**src/rename_config.svh**
```systemverilog
`ifndef RENAME_CONFIG_SVH
`define RENAME_CONFIG_SVH

// Rename group width
`define NUM_UOPS 2

// Register file sizes
`define NUM_ARCH_REGS 32
`define NUM_TAGS 64

// Field widths
`define TAG_W 6
`define ARCH_W 5
`define SQN_W 6

`endif
```
**src/renamePkg.sv**
```systemverilog
`include "rename_config.svh"

package renamePkg;

    // One micro-op entering rename
    typedef struct packed {
        logic valid;
        logic [`ARCH_W-1:0] archSrcA;
        logic [`ARCH_W-1:0] archSrcB;
        logic [`ARCH_W-1:0] archDst;
    } RenameReq;

    // Renamed micro-op, one cycle after the request
    typedef struct packed {
        logic valid;
        logic [`SQN_W-1:0] sqN;
        logic [`TAG_W-1:0] tagSrcA;
        logic [`TAG_W-1:0] tagSrcB;
        logic [`TAG_W-1:0] tagDst;
    } RenameResult;

    // Retiring micro-op
    typedef struct packed {
        logic valid;
        logic [`ARCH_W-1:0] archDst;
        logic [`TAG_W-1:0] tagDst;
    } CommitReq;

    // State kept per physical tag in the free list
    typedef struct packed {
        logic used;
        logic committed;
        logic [`SQN_W-1:0] sqN;
    } TagBufEntry;

endpackage

```
**src/Rename.sv**
```systemverilog
`timescale 1ns/100ps
`include "rename_config.svh"

module Rename import renamePkg::*; (
    input  logic clk,
    input  logic rst,
    input  RenameReq renameIn [`NUM_UOPS],
    input  CommitReq commitIn [`NUM_UOPS],
    input  logic mispr,
    input  logic [`SQN_W-1:0] misprSqN,
    output RenameResult renameOut [`NUM_UOPS],
    output logic stall
);

    logic [`TAG_W-1:0] issueTags [`NUM_UOPS];
    logic [`TAG_W:0] freeCount;
    logic [`TAG_W-1:0] commitPrevTag [`NUM_UOPS];
    logic commitNewest [`NUM_UOPS];
    logic commitValid [`NUM_UOPS];
    logic [`TAG_W-1:0] commitTagDst [`NUM_UOPS];
    logic issueEn;
    logic issueValid [`NUM_UOPS];
    logic [`SQN_W-1:0] issueSqN [`NUM_UOPS];
    logic [`SQN_W-1:0] seqBase;
    logic recovering;
    logic [`ARCH_W-1:0] recoveryIdx;
    logic recoveryLast;

    // Per-slot sequence numbers for the tag records, valid slots only
    always_comb begin
        issueSqN[0] = seqBase;
        for (int i = 1; i < `NUM_UOPS; i++) begin
            issueSqN[i] = issueSqN[i-1] + {{(`SQN_W - 1){1'b0}}, issueValid[i-1]};
        end
        for (int i = 0; i < `NUM_UOPS; i++) begin
            commitValid[i] = commitIn[i].valid;
            commitTagDst[i] = commitIn[i].tagDst;
        end
    end

    TagBuffer tagBuf (
        .clk(clk),
        .rst(rst),
        .mispr(mispr),
        .misprSqN(misprSqN),
        .issueValid(issueValid),
        .issueSqN(issueSqN),
        .commitValid(commitValid),
        .commitNewest(commitNewest),
        .commitPrevTag(commitPrevTag),
        .commitTagDst(commitTagDst),
        .issueTags(issueTags),
        .freeCount(freeCount)
    );

    RegAliasTable rat (
        .clk(clk),
        .rst(rst),
        .renameIn(renameIn),
        .issueEn(issueEn),
        .issueTags(issueTags),
        .seqBase(seqBase),
        .commitIn(commitIn),
        .recovering(recovering),
        .recoveryIdx(recoveryIdx),
        .renameOut(renameOut),
        .commitPrevTag(commitPrevTag),
        .commitNewest(commitNewest)
    );

    RenameControl ctrl (
        .clk(clk),
        .rst(rst),
        .renameIn(renameIn),
        .freeCount(freeCount),
        .mispr(mispr),
        .misprSqN(misprSqN),
        .recoveryLast(recoveryLast),
        .issueEn(issueEn),
        .issueValid(issueValid),
        .seqBase(seqBase),
        .recovering(recovering),
        .stall(stall)
    );

    RecoveryCounter recCnt (
        .clk(clk),
        .rst(rst),
        .start(mispr),
        .recoveryIdx(recoveryIdx),
        .recoveryLast(recoveryLast)
    );

endmodule

```
**src/RecoveryCounter.sv**
```systemverilog
`timescale 1ns/100ps
`include "rename_config.svh"

module RecoveryCounter (
    input  logic clk,
    input  logic rst,
    input  logic start,
    output logic [`ARCH_W-1:0] recoveryIdx,
    output logic recoveryLast
);

    logic active;

    assign recoveryLast = active && recoveryIdx == `ARCH_W'(`NUM_ARCH_REGS - 1);

    always_ff @(posedge clk) begin
        if (rst) begin
            active <= 1'b0;
            recoveryIdx <= '0;
        end else if (start) begin
            active <= 1'b1;
            recoveryIdx <= '0;
        end else if (active) begin
            // Index stays on the last register once done
            if (recoveryLast) begin
                active <= 1'b0;
            end else begin
                recoveryIdx <= recoveryIdx + 1'b1;
            end
        end
    end

    // A second mispredict must wait until the map walk is over
    assert property (@(posedge clk) disable iff (rst) start |-> !active);

endmodule

```
**src/RenameControl.sv**
```systemverilog
`timescale 1ns/100ps
`include "rename_config.svh"

module RenameControl import renamePkg::*; (
    input  logic clk,
    input  logic rst,
    input  RenameReq renameIn [`NUM_UOPS],
    input  logic [`TAG_W:0] freeCount,
    input  logic mispr,
    input  logic [`SQN_W-1:0] misprSqN,
    input  logic recoveryLast,
    output logic issueEn,
    output logic issueValid [`NUM_UOPS],
    output logic [`SQN_W-1:0] seqBase,
    output logic recovering,
    output logic stall
);

    localparam logic stRun = 1'b0;
    localparam logic stRecover = 1'b1;

    logic state;
    logic [`TAG_W:0] numValid;

    always_comb begin
        numValid = '0;
        for (int i = 0; i < `NUM_UOPS; i++) begin
            numValid = numValid + {{`TAG_W{1'b0}}, renameIn[i].valid};
        end
    end

    assign recovering = state == stRecover;
    assign stall = recovering || freeCount < numValid;
    // Requests seen with the mispredict are wrong-path
    assign issueEn = !stall && !mispr;

    always_comb begin
        for (int i = 0; i < `NUM_UOPS; i++) begin
            issueValid[i] = renameIn[i].valid && issueEn;
        end
    end

    always_ff @(posedge clk) begin
        if (rst) begin
            state <= stRun;
            seqBase <= '0;
        end else begin
            case (state)
                stRun: if (mispr) state <= stRecover;
                stRecover: if (recoveryLast) state <= stRun;
            endcase

            if (mispr) begin
                seqBase <= misprSqN + 1'b1;
            end else if (issueEn) begin
                seqBase <= seqBase + numValid[`SQN_W-1:0];
            end
        end
    end

endmodule

```
**src/RegAliasTable.sv**
```systemverilog
`timescale 1ns/100ps
`include "rename_config.svh"

module RegAliasTable import renamePkg::*; (
    input  logic clk,
    input  logic rst,
    input  RenameReq renameIn [`NUM_UOPS],
    input  logic issueEn,
    input  logic [`TAG_W-1:0] issueTags [`NUM_UOPS],
    input  logic [`SQN_W-1:0] seqBase,
    input  CommitReq commitIn [`NUM_UOPS],
    input  logic recovering,
    input  logic [`ARCH_W-1:0] recoveryIdx,
    output RenameResult renameOut [`NUM_UOPS],
    output logic [`TAG_W-1:0] commitPrevTag [`NUM_UOPS],
    output logic commitNewest [`NUM_UOPS]
);

    logic [`TAG_W-1:0] specMap [`NUM_ARCH_REGS];
    logic [`TAG_W-1:0] commMap [`NUM_ARCH_REGS];
    RenameResult result [`NUM_UOPS];

    always_comb begin
        logic [`SQN_W-1:0] seqNext;
        seqNext = seqBase;
        for (int i = 0; i < `NUM_UOPS; i++) begin
            result[i].valid = renameIn[i].valid && issueEn;
            result[i].sqN = seqNext;
            seqNext = seqNext + {{(`SQN_W - 1){1'b0}}, renameIn[i].valid};
            result[i].tagSrcA = specMap[renameIn[i].archSrcA];
            result[i].tagSrcB = specMap[renameIn[i].archSrcB];
            result[i].tagDst = issueTags[i];
            // Nearest earlier writer in the group wins
            for (int k = 0; k < i; k++) begin
                if (renameIn[k].valid && renameIn[k].archDst == renameIn[i].archSrcA) begin
                    result[i].tagSrcA = issueTags[k];
                end
                if (renameIn[k].valid && renameIn[k].archDst == renameIn[i].archSrcB) begin
                    result[i].tagSrcB = issueTags[k];
                end
            end
        end
    end

    // Only the last commit to a register in a group releases the old mapping
    always_comb begin
        for (int i = 0; i < `NUM_UOPS; i++) begin
            commitPrevTag[i] = commMap[commitIn[i].archDst];
            commitNewest[i] = 1'b1;
            for (int k = i + 1; k < `NUM_UOPS; k++) begin
                if (commitIn[k].valid && commitIn[k].archDst == commitIn[i].archDst) begin
                    commitNewest[i] = 1'b0;
                end
            end
        end
    end

    always_ff @(posedge clk) begin
        if (rst) begin
            for (int r = 0; r < `NUM_ARCH_REGS; r++) begin
                specMap[r] <= r[`TAG_W-1:0];
                commMap[r] <= r[`TAG_W-1:0];
            end
            for (int i = 0; i < `NUM_UOPS; i++) begin
                renameOut[i].valid <= 1'b0;
            end
        end else begin
            for (int i = 0; i < `NUM_UOPS; i++) begin
                renameOut[i] <= result[i];
            end

            if (issueEn) begin
                for (int i = 0; i < `NUM_UOPS; i++) begin
                    if (renameIn[i].valid) begin
                        specMap[renameIn[i].archDst] <= issueTags[i];
                    end
                end
            end

            // Walk back to the committed state one register per cycle
            if (recovering) begin
                specMap[recoveryIdx] <= commMap[recoveryIdx];
            end

            for (int i = 0; i < `NUM_UOPS; i++) begin
                if (commitIn[i].valid) begin
                    commMap[commitIn[i].archDst] <= commitIn[i].tagDst;
                end
            end
        end
    end

endmodule

```
**src/TagBuffer.sv**
```systemverilog
`timescale 1ns/100ps
`include "rename_config.svh"

module TagBuffer import renamePkg::*; (
    input  logic clk,
    input  logic rst,
    input  logic mispr,
    input  logic [`SQN_W-1:0] misprSqN,
    input  logic issueValid [`NUM_UOPS],
    input  logic [`SQN_W-1:0] issueSqN [`NUM_UOPS],
    input  logic commitValid [`NUM_UOPS],
    input  logic commitNewest [`NUM_UOPS],
    input  logic [`TAG_W-1:0] commitPrevTag [`NUM_UOPS],
    input  logic [`TAG_W-1:0] commitTagDst [`NUM_UOPS],
    output logic [`TAG_W-1:0] issueTags [`NUM_UOPS],
    output logic [`TAG_W:0] freeCount
);

    TagBufEntry tags [`NUM_TAGS];
    logic tagFound [`NUM_UOPS];

    // Scan upwards, each free tag pushes the earlier picks one slot down,
    // so slot 0 ends with the highest free tag
    always_comb begin
        freeCount = '0;
        for (int i = 0; i < `NUM_UOPS; i++) begin
            issueTags[i] = '0;
            tagFound[i] = 1'b0;
        end
        for (int j = 0; j < `NUM_TAGS; j++) begin
            if (!tags[j].used) begin
                freeCount = freeCount + 1'b1;
                for (int i = `NUM_UOPS - 1; i > 0; i--) begin
                    issueTags[i] = issueTags[i-1];
                    tagFound[i] = tagFound[i-1];
                end
                issueTags[0] = j[`TAG_W-1:0];
                tagFound[0] = 1'b1;
            end
        end
    end

    always_ff @(posedge clk) begin
        if (rst) begin
            // Low tags hold the initial identity mapping
            for (int j = 0; j < `NUM_TAGS; j++) begin
                tags[j].used <= j < `NUM_ARCH_REGS;
                tags[j].committed <= j < `NUM_ARCH_REGS;
            end
        end else begin
            if (mispr) begin
                // Drop every in-flight tag younger than the mispredicted op
                for (int j = 0; j < `NUM_TAGS; j++) begin
                    if (tags[j].used && !tags[j].committed &&
                        $signed(tags[j].sqN - misprSqN) > 0) begin
                        tags[j].used <= 1'b0;
                    end
                end
            end else begin
                for (int i = 0; i < `NUM_UOPS; i++) begin
                    if (issueValid[i]) begin
                        tags[issueTags[i]].used <= 1'b1;
                        tags[issueTags[i]].committed <= 1'b0;
                        tags[issueTags[i]].sqN <= issueSqN[i];
                    end
                end
            end

            for (int i = 0; i < `NUM_UOPS; i++) begin
                if (commitValid[i]) begin
                    if (commitNewest[i]) begin
                        // Replaced mapping goes back to the pool
                        tags[commitPrevTag[i]].used <= 1'b0;
                        tags[commitPrevTag[i]].committed <= 1'b0;
                        tags[commitTagDst[i]].used <= 1'b1;
                        tags[commitTagDst[i]].committed <= 1'b1;
                    end else begin
                        // Overwritten within the same commit group
                        tags[commitTagDst[i]].used <= 1'b0;
                        tags[commitTagDst[i]].committed <= 1'b0;
                    end
                end
            end
        end
    end

    // Stall logic in control must keep allocations within the free pool
    for (genvar g = 0; g < `NUM_UOPS; g++) begin : gAllocCheck
        assert property (@(posedge clk) disable iff (rst)
            issueValid[g] && !mispr |-> tagFound[g]);
    end

endmodule

```
**config.mk**
```make
export PLATFORM = sky130hd
export DESIGN_NAME = Rename
export DESIGN_NICKNAME = d
export VERILOG_FILES = /design/src/renamePkg.sv /design/src/Rename.sv /design/src/RecoveryCounter.sv /design/src/RenameControl.sv /design/src/RegAliasTable.sv /design/src/TagBuffer.sv
export VERILOG_INCLUDE_DIRS = /design/src
export SDC_FILE = /design/constraint.sdc
export NUM_CORES = 2
export LEC_CHECK = 0
export BUFFER_PORTS_ARGS = -buffer_cell sky130_fd_sc_hd__clkbuf_2
export CORE_MARGIN = 3
export CORE_UTILIZATION = 40
export CTS_CLUSTER_DIAMETER = 60
export CTS_CLUSTER_SIZE = 40
export DETAILED_ROUTE_END_ITERATION = 10
export SKIP_LAST_GASP = 1
export SYNTH_ARGS = -nofsm -noshare
export SYNTH_HDL_FRONTEND = slang
export SYNTH_SLANG_ARGS = --single-unit
```
**constraint.sdc**
```tcl
create_clock -name clk -period 41.4 [get_ports clk]
set_input_delay 2.07 -clock clk [delete_from_list [all_inputs] [get_ports clk]]
set_output_delay 2.07 -clock clk [all_outputs]
set_load 0.005 [all_outputs]
```
* Word-level counts from Yosys, hierarchy flattened
Memories as Yosys holds them, arrays and structs flattened. A register that Yosys moved wholly into a read port is not among the register bits.
Cells that the tools add are included.
** Storage, ports and cells
- Logic and storage cells :: 1038
- Memory bits (writable) :: 896
- Output and inout bits :: 51
- Register bits after elaboration :: 51
- Input bits :: 65
- Memories :: 3
** Cells by class
- Magnitude comparators :: 65
- Multiplexer cells :: 539
- Eq/ne operators :: 5
- Reduce and logical (&&, ||, !) cells :: 214
- Add/sub/neg operators :: 133
- Bitwise gates (word level) :: 67
** Memories
- tagBuf.tags :: words 64, width 8, read ports 64, clocked after memory_dff 0, wr ports 68, RTL line TagBuffer.sv:19 : TagBufEntry tags [`NUM_TAGS];
- rat.commMap :: words 32, width 6, read ports 3, clocked after memory_dff 1, wr ports 32, RTL line RegAliasTable.sv:20 : logic [`TAG_W-1:0] commMap [`NUM_ARCH_REGS];
- rat.specMap :: words 32, width 6, read ports 4, clocked after memory_dff 2, wr ports 32, RTL line RegAliasTable.sv:19 : logic [`TAG_W-1:0] specMap [`NUM_ARCH_REGS];
** Operator list (count)
- 2-to-1 mux 7 bit :: 64
- adder 7 x 1 -> 7 bit, second input constant :: 62
- > comparator 6 x 1 -> 1 bit, second input constant :: 64
- 2-to-1 mux 12 bit :: 32
- subtractor 6 bit :: 64
- 2-to-1 mux 1 bit :: 378
- 2-to-1 mux 11 bit :: 16
- logical AND 1 bit :: 135
- 2-to-1 mux 6 bit :: 14
- 2-to-1 mux 10 bit :: 8
- 2-to-1 mux 5 bit :: 16
- logical NOT 1 bit :: 68
- bitwise OR 1 bit :: 66
- 2-to-1 mux 9 bit :: 4
- 2-to-1 mux 8 bit :: 4
- OR reduction 6 bit :: 5
- OR reduction 8 bit :: 2
- equality test 5 bit :: 3
- adder 6 x 1 -> 6 bit :: 2
- less-than comparator 7 bit :: 1
- adder 6 x 1 -> 6 bit, second input constant :: 1
- adder 6 bit :: 1
- 2-to-1 mux 3 bit :: 2
- nonzero test 3 bit :: 2
- other kinds (9) :: 9

* Depth between registers and ports, before layout
An unclocked memory read counts as a cell.
- Word-level depth :: 139
- Gate-level depth with buffers :: 225
- Gate-level depth less buffers :: 220

* Hierarchy
A second synthesis with hierarchy kept.
** Second synthesis, totals
- Cells, all modules :: 9528
- Area total of the unflattened synthesis :: 86828.3 um^2
** Modules (own cells, without submodules)
- TagBuffer :: times used 1, cells an instance 6442, area an instance 53402.5 um^2, sequential area each 15374.7 um^2
- RegAliasTable :: times used 1, cells an instance 2975, area an instance 32458.6 um^2, sequential area each 13012.5 um^2
- RenameControl :: times used 1, cells an instance 72, area an instance 606.8 um^2, sequential area each 140.1 um^2
- RecoveryCounter :: times used 1, cells an instance 30, area an instance 274.0 um^2, sequential area each 120.1 um^2
- Rename :: times used 1, cells an instance 9, area an instance 86.3 um^2, sequential area each 0.0 um^2

* Least setup slack after synthesis
Ideal clock, no wire load.
- Path kind :: reg2out
- Start :: memory tagBuf.tags[1][7] in the netlist's numbering
- End :: output port stall
- Stages on the path, launching flop included :: 206
- Data arrival time :: 34.802 ns
- Slack :: 4.528 ns
- Path buffers :: 3
- Required time :: 39.330 ns
- Cells stage by stage :: dfxtp_1 inv_1 ha_1 buf_4 xor2_2 inv_2 xnor2_1 ha_1 nor2_1 a31oi_1 ha_1 nor2_1 a21o_1 a31oi_1 ha_1 xnor2_1 a22o_1 a211oi_4 [... 170 more ...] inv_1 ha_1 nor2_1 a21oi_1 ha_1 mux2_2 ha_1 nor2_1 nor2_1 ha_1 mux2_2 ha_1 a21oi_1 o21ai_0 o311ai_4 nand2_2 buf_2 nand2b_1
** RTL lines
- start: declaration :: RTL line TagBuffer.sv:19
- end: declaration :: RTL line Rename.sv:12 : output logic stall

==> flow_summary.toml <==
[outcome]
status = "finished clean"

[placed_design]
place_hpwl_um = 270000
gp_congestion = 1.05
port_buffers = 115

[grt]
grt_pass1_wl_um = 535000
grt_pass1_vias = 76000
grt_overflow_total = 0
antenna_found_initial = 26
grt_start_max_net_pins = 116
grt_usage_pct = 33.2

[finish]
postLayoutCoreUtil_pct = 44.1
areaGrowthSynthToFinish_pct = 9.43
nFillCells = 20100
drive_above_1_share_pct = 14.8
layout.nets = 9413

[sta]
period_share_pct = 95.3
finalSetupViolCount = 0
final-hold-violation-count = 0
max_freq_mhz = 25.4
finalMaxSlewViolations = 0
fin_hold_ws_ns = 0.463
fin_skew_ns = 0.0684
relSlewSlack_pct = 4.72
fin_setup_tns_ns = 0
worst_slew_pin_slew_ns = 1.42
period_minus_slack_ns = 39.45

[clock_tree]
clk_latency_ns = 0.80
cts-root-buf = "clkbuf_16"
ctsHoldBuffers = 0
cts_sinks = 964
htree_levels = 3
cts_tree = "built"
numCtsBuffers = 109
cts.path.max_buffers = 3
clkTransAtPathRegs_ns = 0.07

[yosys]
synth_area_leader_cell = "edfxtp_1"
syn_nets = 9540
ys_seq_area_share_pct = 32.1
synth.most_common_cell = "edfxtp_1"
ys_ff_latch = 964
ys_warn_count = 0
synth_top_area_share_pct = 28.6
syn_area_per_cell_um2 = 9.51
synthArstFlopShare_pct = 0
synthTopCellsByCount = "816 x edfxtp_1, 703 x nand2_1, 638 x nor2_1, 489 x a21oi_1, 449 x xnor2_1"
synth_area_leaders = "edfxtp_1 29%, mux4_2 10%, ha_1 5.8%, xnor2_1 4.6%, dfxtp_1 3.5%"
synth_area_um2 = 85700
synthCells = 9015
synth_flop_cell = "edfxtp_1"
synth_edf_count = 816
ys_types = 136

[die]
row_count = 169
start_util_pct = 40.3
die_x_um = 469
die_area_um2 = 220000
die_h_um = 469
pin_count = 116
core_um2 = 213000

[detailed_routing]
routedWlPerCell_um = 32.0
totalWireLength_um = 379000
num_vias = 80700
drtPass1Iterations = 8
ant_nets = 0
drt_iter0_markers = 11800
routed_via_density = 6.83
drc = 0

[critical_path]
path_max_fanout = 8
crit_top_cell = "ha_1"
cp-end-kind = "primary output"
required_ns = 39.33
arrival_ns = 37.38
startpoint_type = "flip-flop"
slowest_stage = "or4_4"
critPathMaxStageDelay_ns = 0.46
crit_type = "reg2out"

[worst_hold_path]
hold_path_class = "reg2reg"

[flow_run]
max-cap-violations = 0
[routing by layer]
metal,GRT usage [%],share of wire (%),routed length (µm),up-vias
met4,22.4,8.0,30200,12
li1,-,-,-,34000
met3,9.24,13,48900,1399
met5,0,0.067,254,-
met2,50.2,43,163000,5979
met1,41.5,36,136000,39300
[critical path, delay by kind of cell (launching register included)]
family | cells | cell delay (ns)
flip-flops | 1 | 0.38
AO/OA/AOI/OAI | 74 | 12.89
buffers and inverters | 15 | 1.56
AND/OR/NAND/NOR | 44 | 5.44
adder cells (fa/ha/maj) | 33 | 9.66
multiplexers | 9 | 2.04
XOR/XNOR | 27 | 4.63
[worst paths after layout]
check / startpoint / to / slack (ns) / cells after the start
max: tagBuf.tags[1][7]$_SDFFE_PP1P_ / stall / 1.95 / 202
min: tagBuf.tags[52][6]$_SDFFE_PP1P_ / tagBuf.tags[52][6]$_SDFFE_PP1P_ / 0.46 / 2
max reg2reg: tagBuf.tags[1][7]$_SDFFE_PP1P_ / tagBuf.tags[17][6]$_SDFFE_PP1P_ / 2.42 / 204
min reg2reg: tagBuf.tags[52][6]$_SDFFE_PP1P_ / tagBuf.tags[52][6]$_SDFFE_PP1P_ / 0.46 / 2
[flip-flops by register name, summed over array words and instances (netlist names), named ones only]
signal / cells
tagBuf.tags: 512
recCnt.recoveryIdx: 5
rat.renameOut: 50
recCnt.active: 1
rat.commMap: 192
ctrl.recovering: 1
rat.specMap: 192
ctrl.seqBase: 6
[kinds of logic after synthesis]
logic type / share of synthesized area [%]
AO/OA/AOI/OAI: 19.2
buffers and inverters: 4.95
multiplexers: 12.0
AND/OR/NAND/NOR: 15.8
adder cells (fa/ha/maj): 7.44
flip-flops: 32.1
XOR/XNOR: 8.54
[cell type report]
| cell class | instances | area, µm² | share of cell area (%) |
|---|---|---|---|
| multi-input cells | 7006 | 54600 | 58.2 |
| flip-flops and latches | 964 | 27500 | 29.3 |
| well taps | 2821 | 3530 | 3.76 |
| clock buffers | 119 | 2840 | 3.03 |
| repair buffers | 376 | 2650 | 2.83 |
| inverters | 431 | 1630 | 1.74 |
| clock inverters | 88 | 1010 | 1.08 |
| diodes | 12 | 30.0 | 0.0320 |
[placed cells by master, fill, tap and decap left out, types with 87 or more instances in the layout]
master     count
nand2_1      702
nor2b_1      110
o22ai_1      409
edfxtp_1     816
clkbuf_2     101
o211ai_1     100
dfxtp_1      142
inv_1        392
o21ai_0      364
mux2i_1       87
xnor2_1      444
mux4_2       396
ha_1         393
a21o_1       163
or3_1         95
a31oi_1       94
nand3_1      346
clkbuf_16    112
buf_4        260
xor2_1       194
nor3_1       317
o31ai_1       93
o21ai_1      119
nand2b_1      96
a21oi_1      478
a22oi_1      106
nor2_1       626
[stage by stage]
| stage | std cells | cell area [µm²] | worst slack [ns] |
|---|---|---|---|
| floorplan | 9015 | 85700 | 4.53 |
| global placement | 11600 | 89200 | 0.977 |
| detailed placement | 11600 | 89200 | 0.510 |
| CTS | 11800 | 93100 | 0.00154 |
| global route | 11800 | 93800 | -0.310 |
| finish | 11800 | 93800 | 1.95 |
[timing repair]
action | in CTS | in global routing
pin swaps | 0 | 33
buffers inserted | 0 | 34
resized for setup | 6 | 90
endpoints found under the setup margin | 1 | 1289
Power is not shown: default switching activity piles up to over one toggle a cycle in this logic, so the estimate is an artifact.
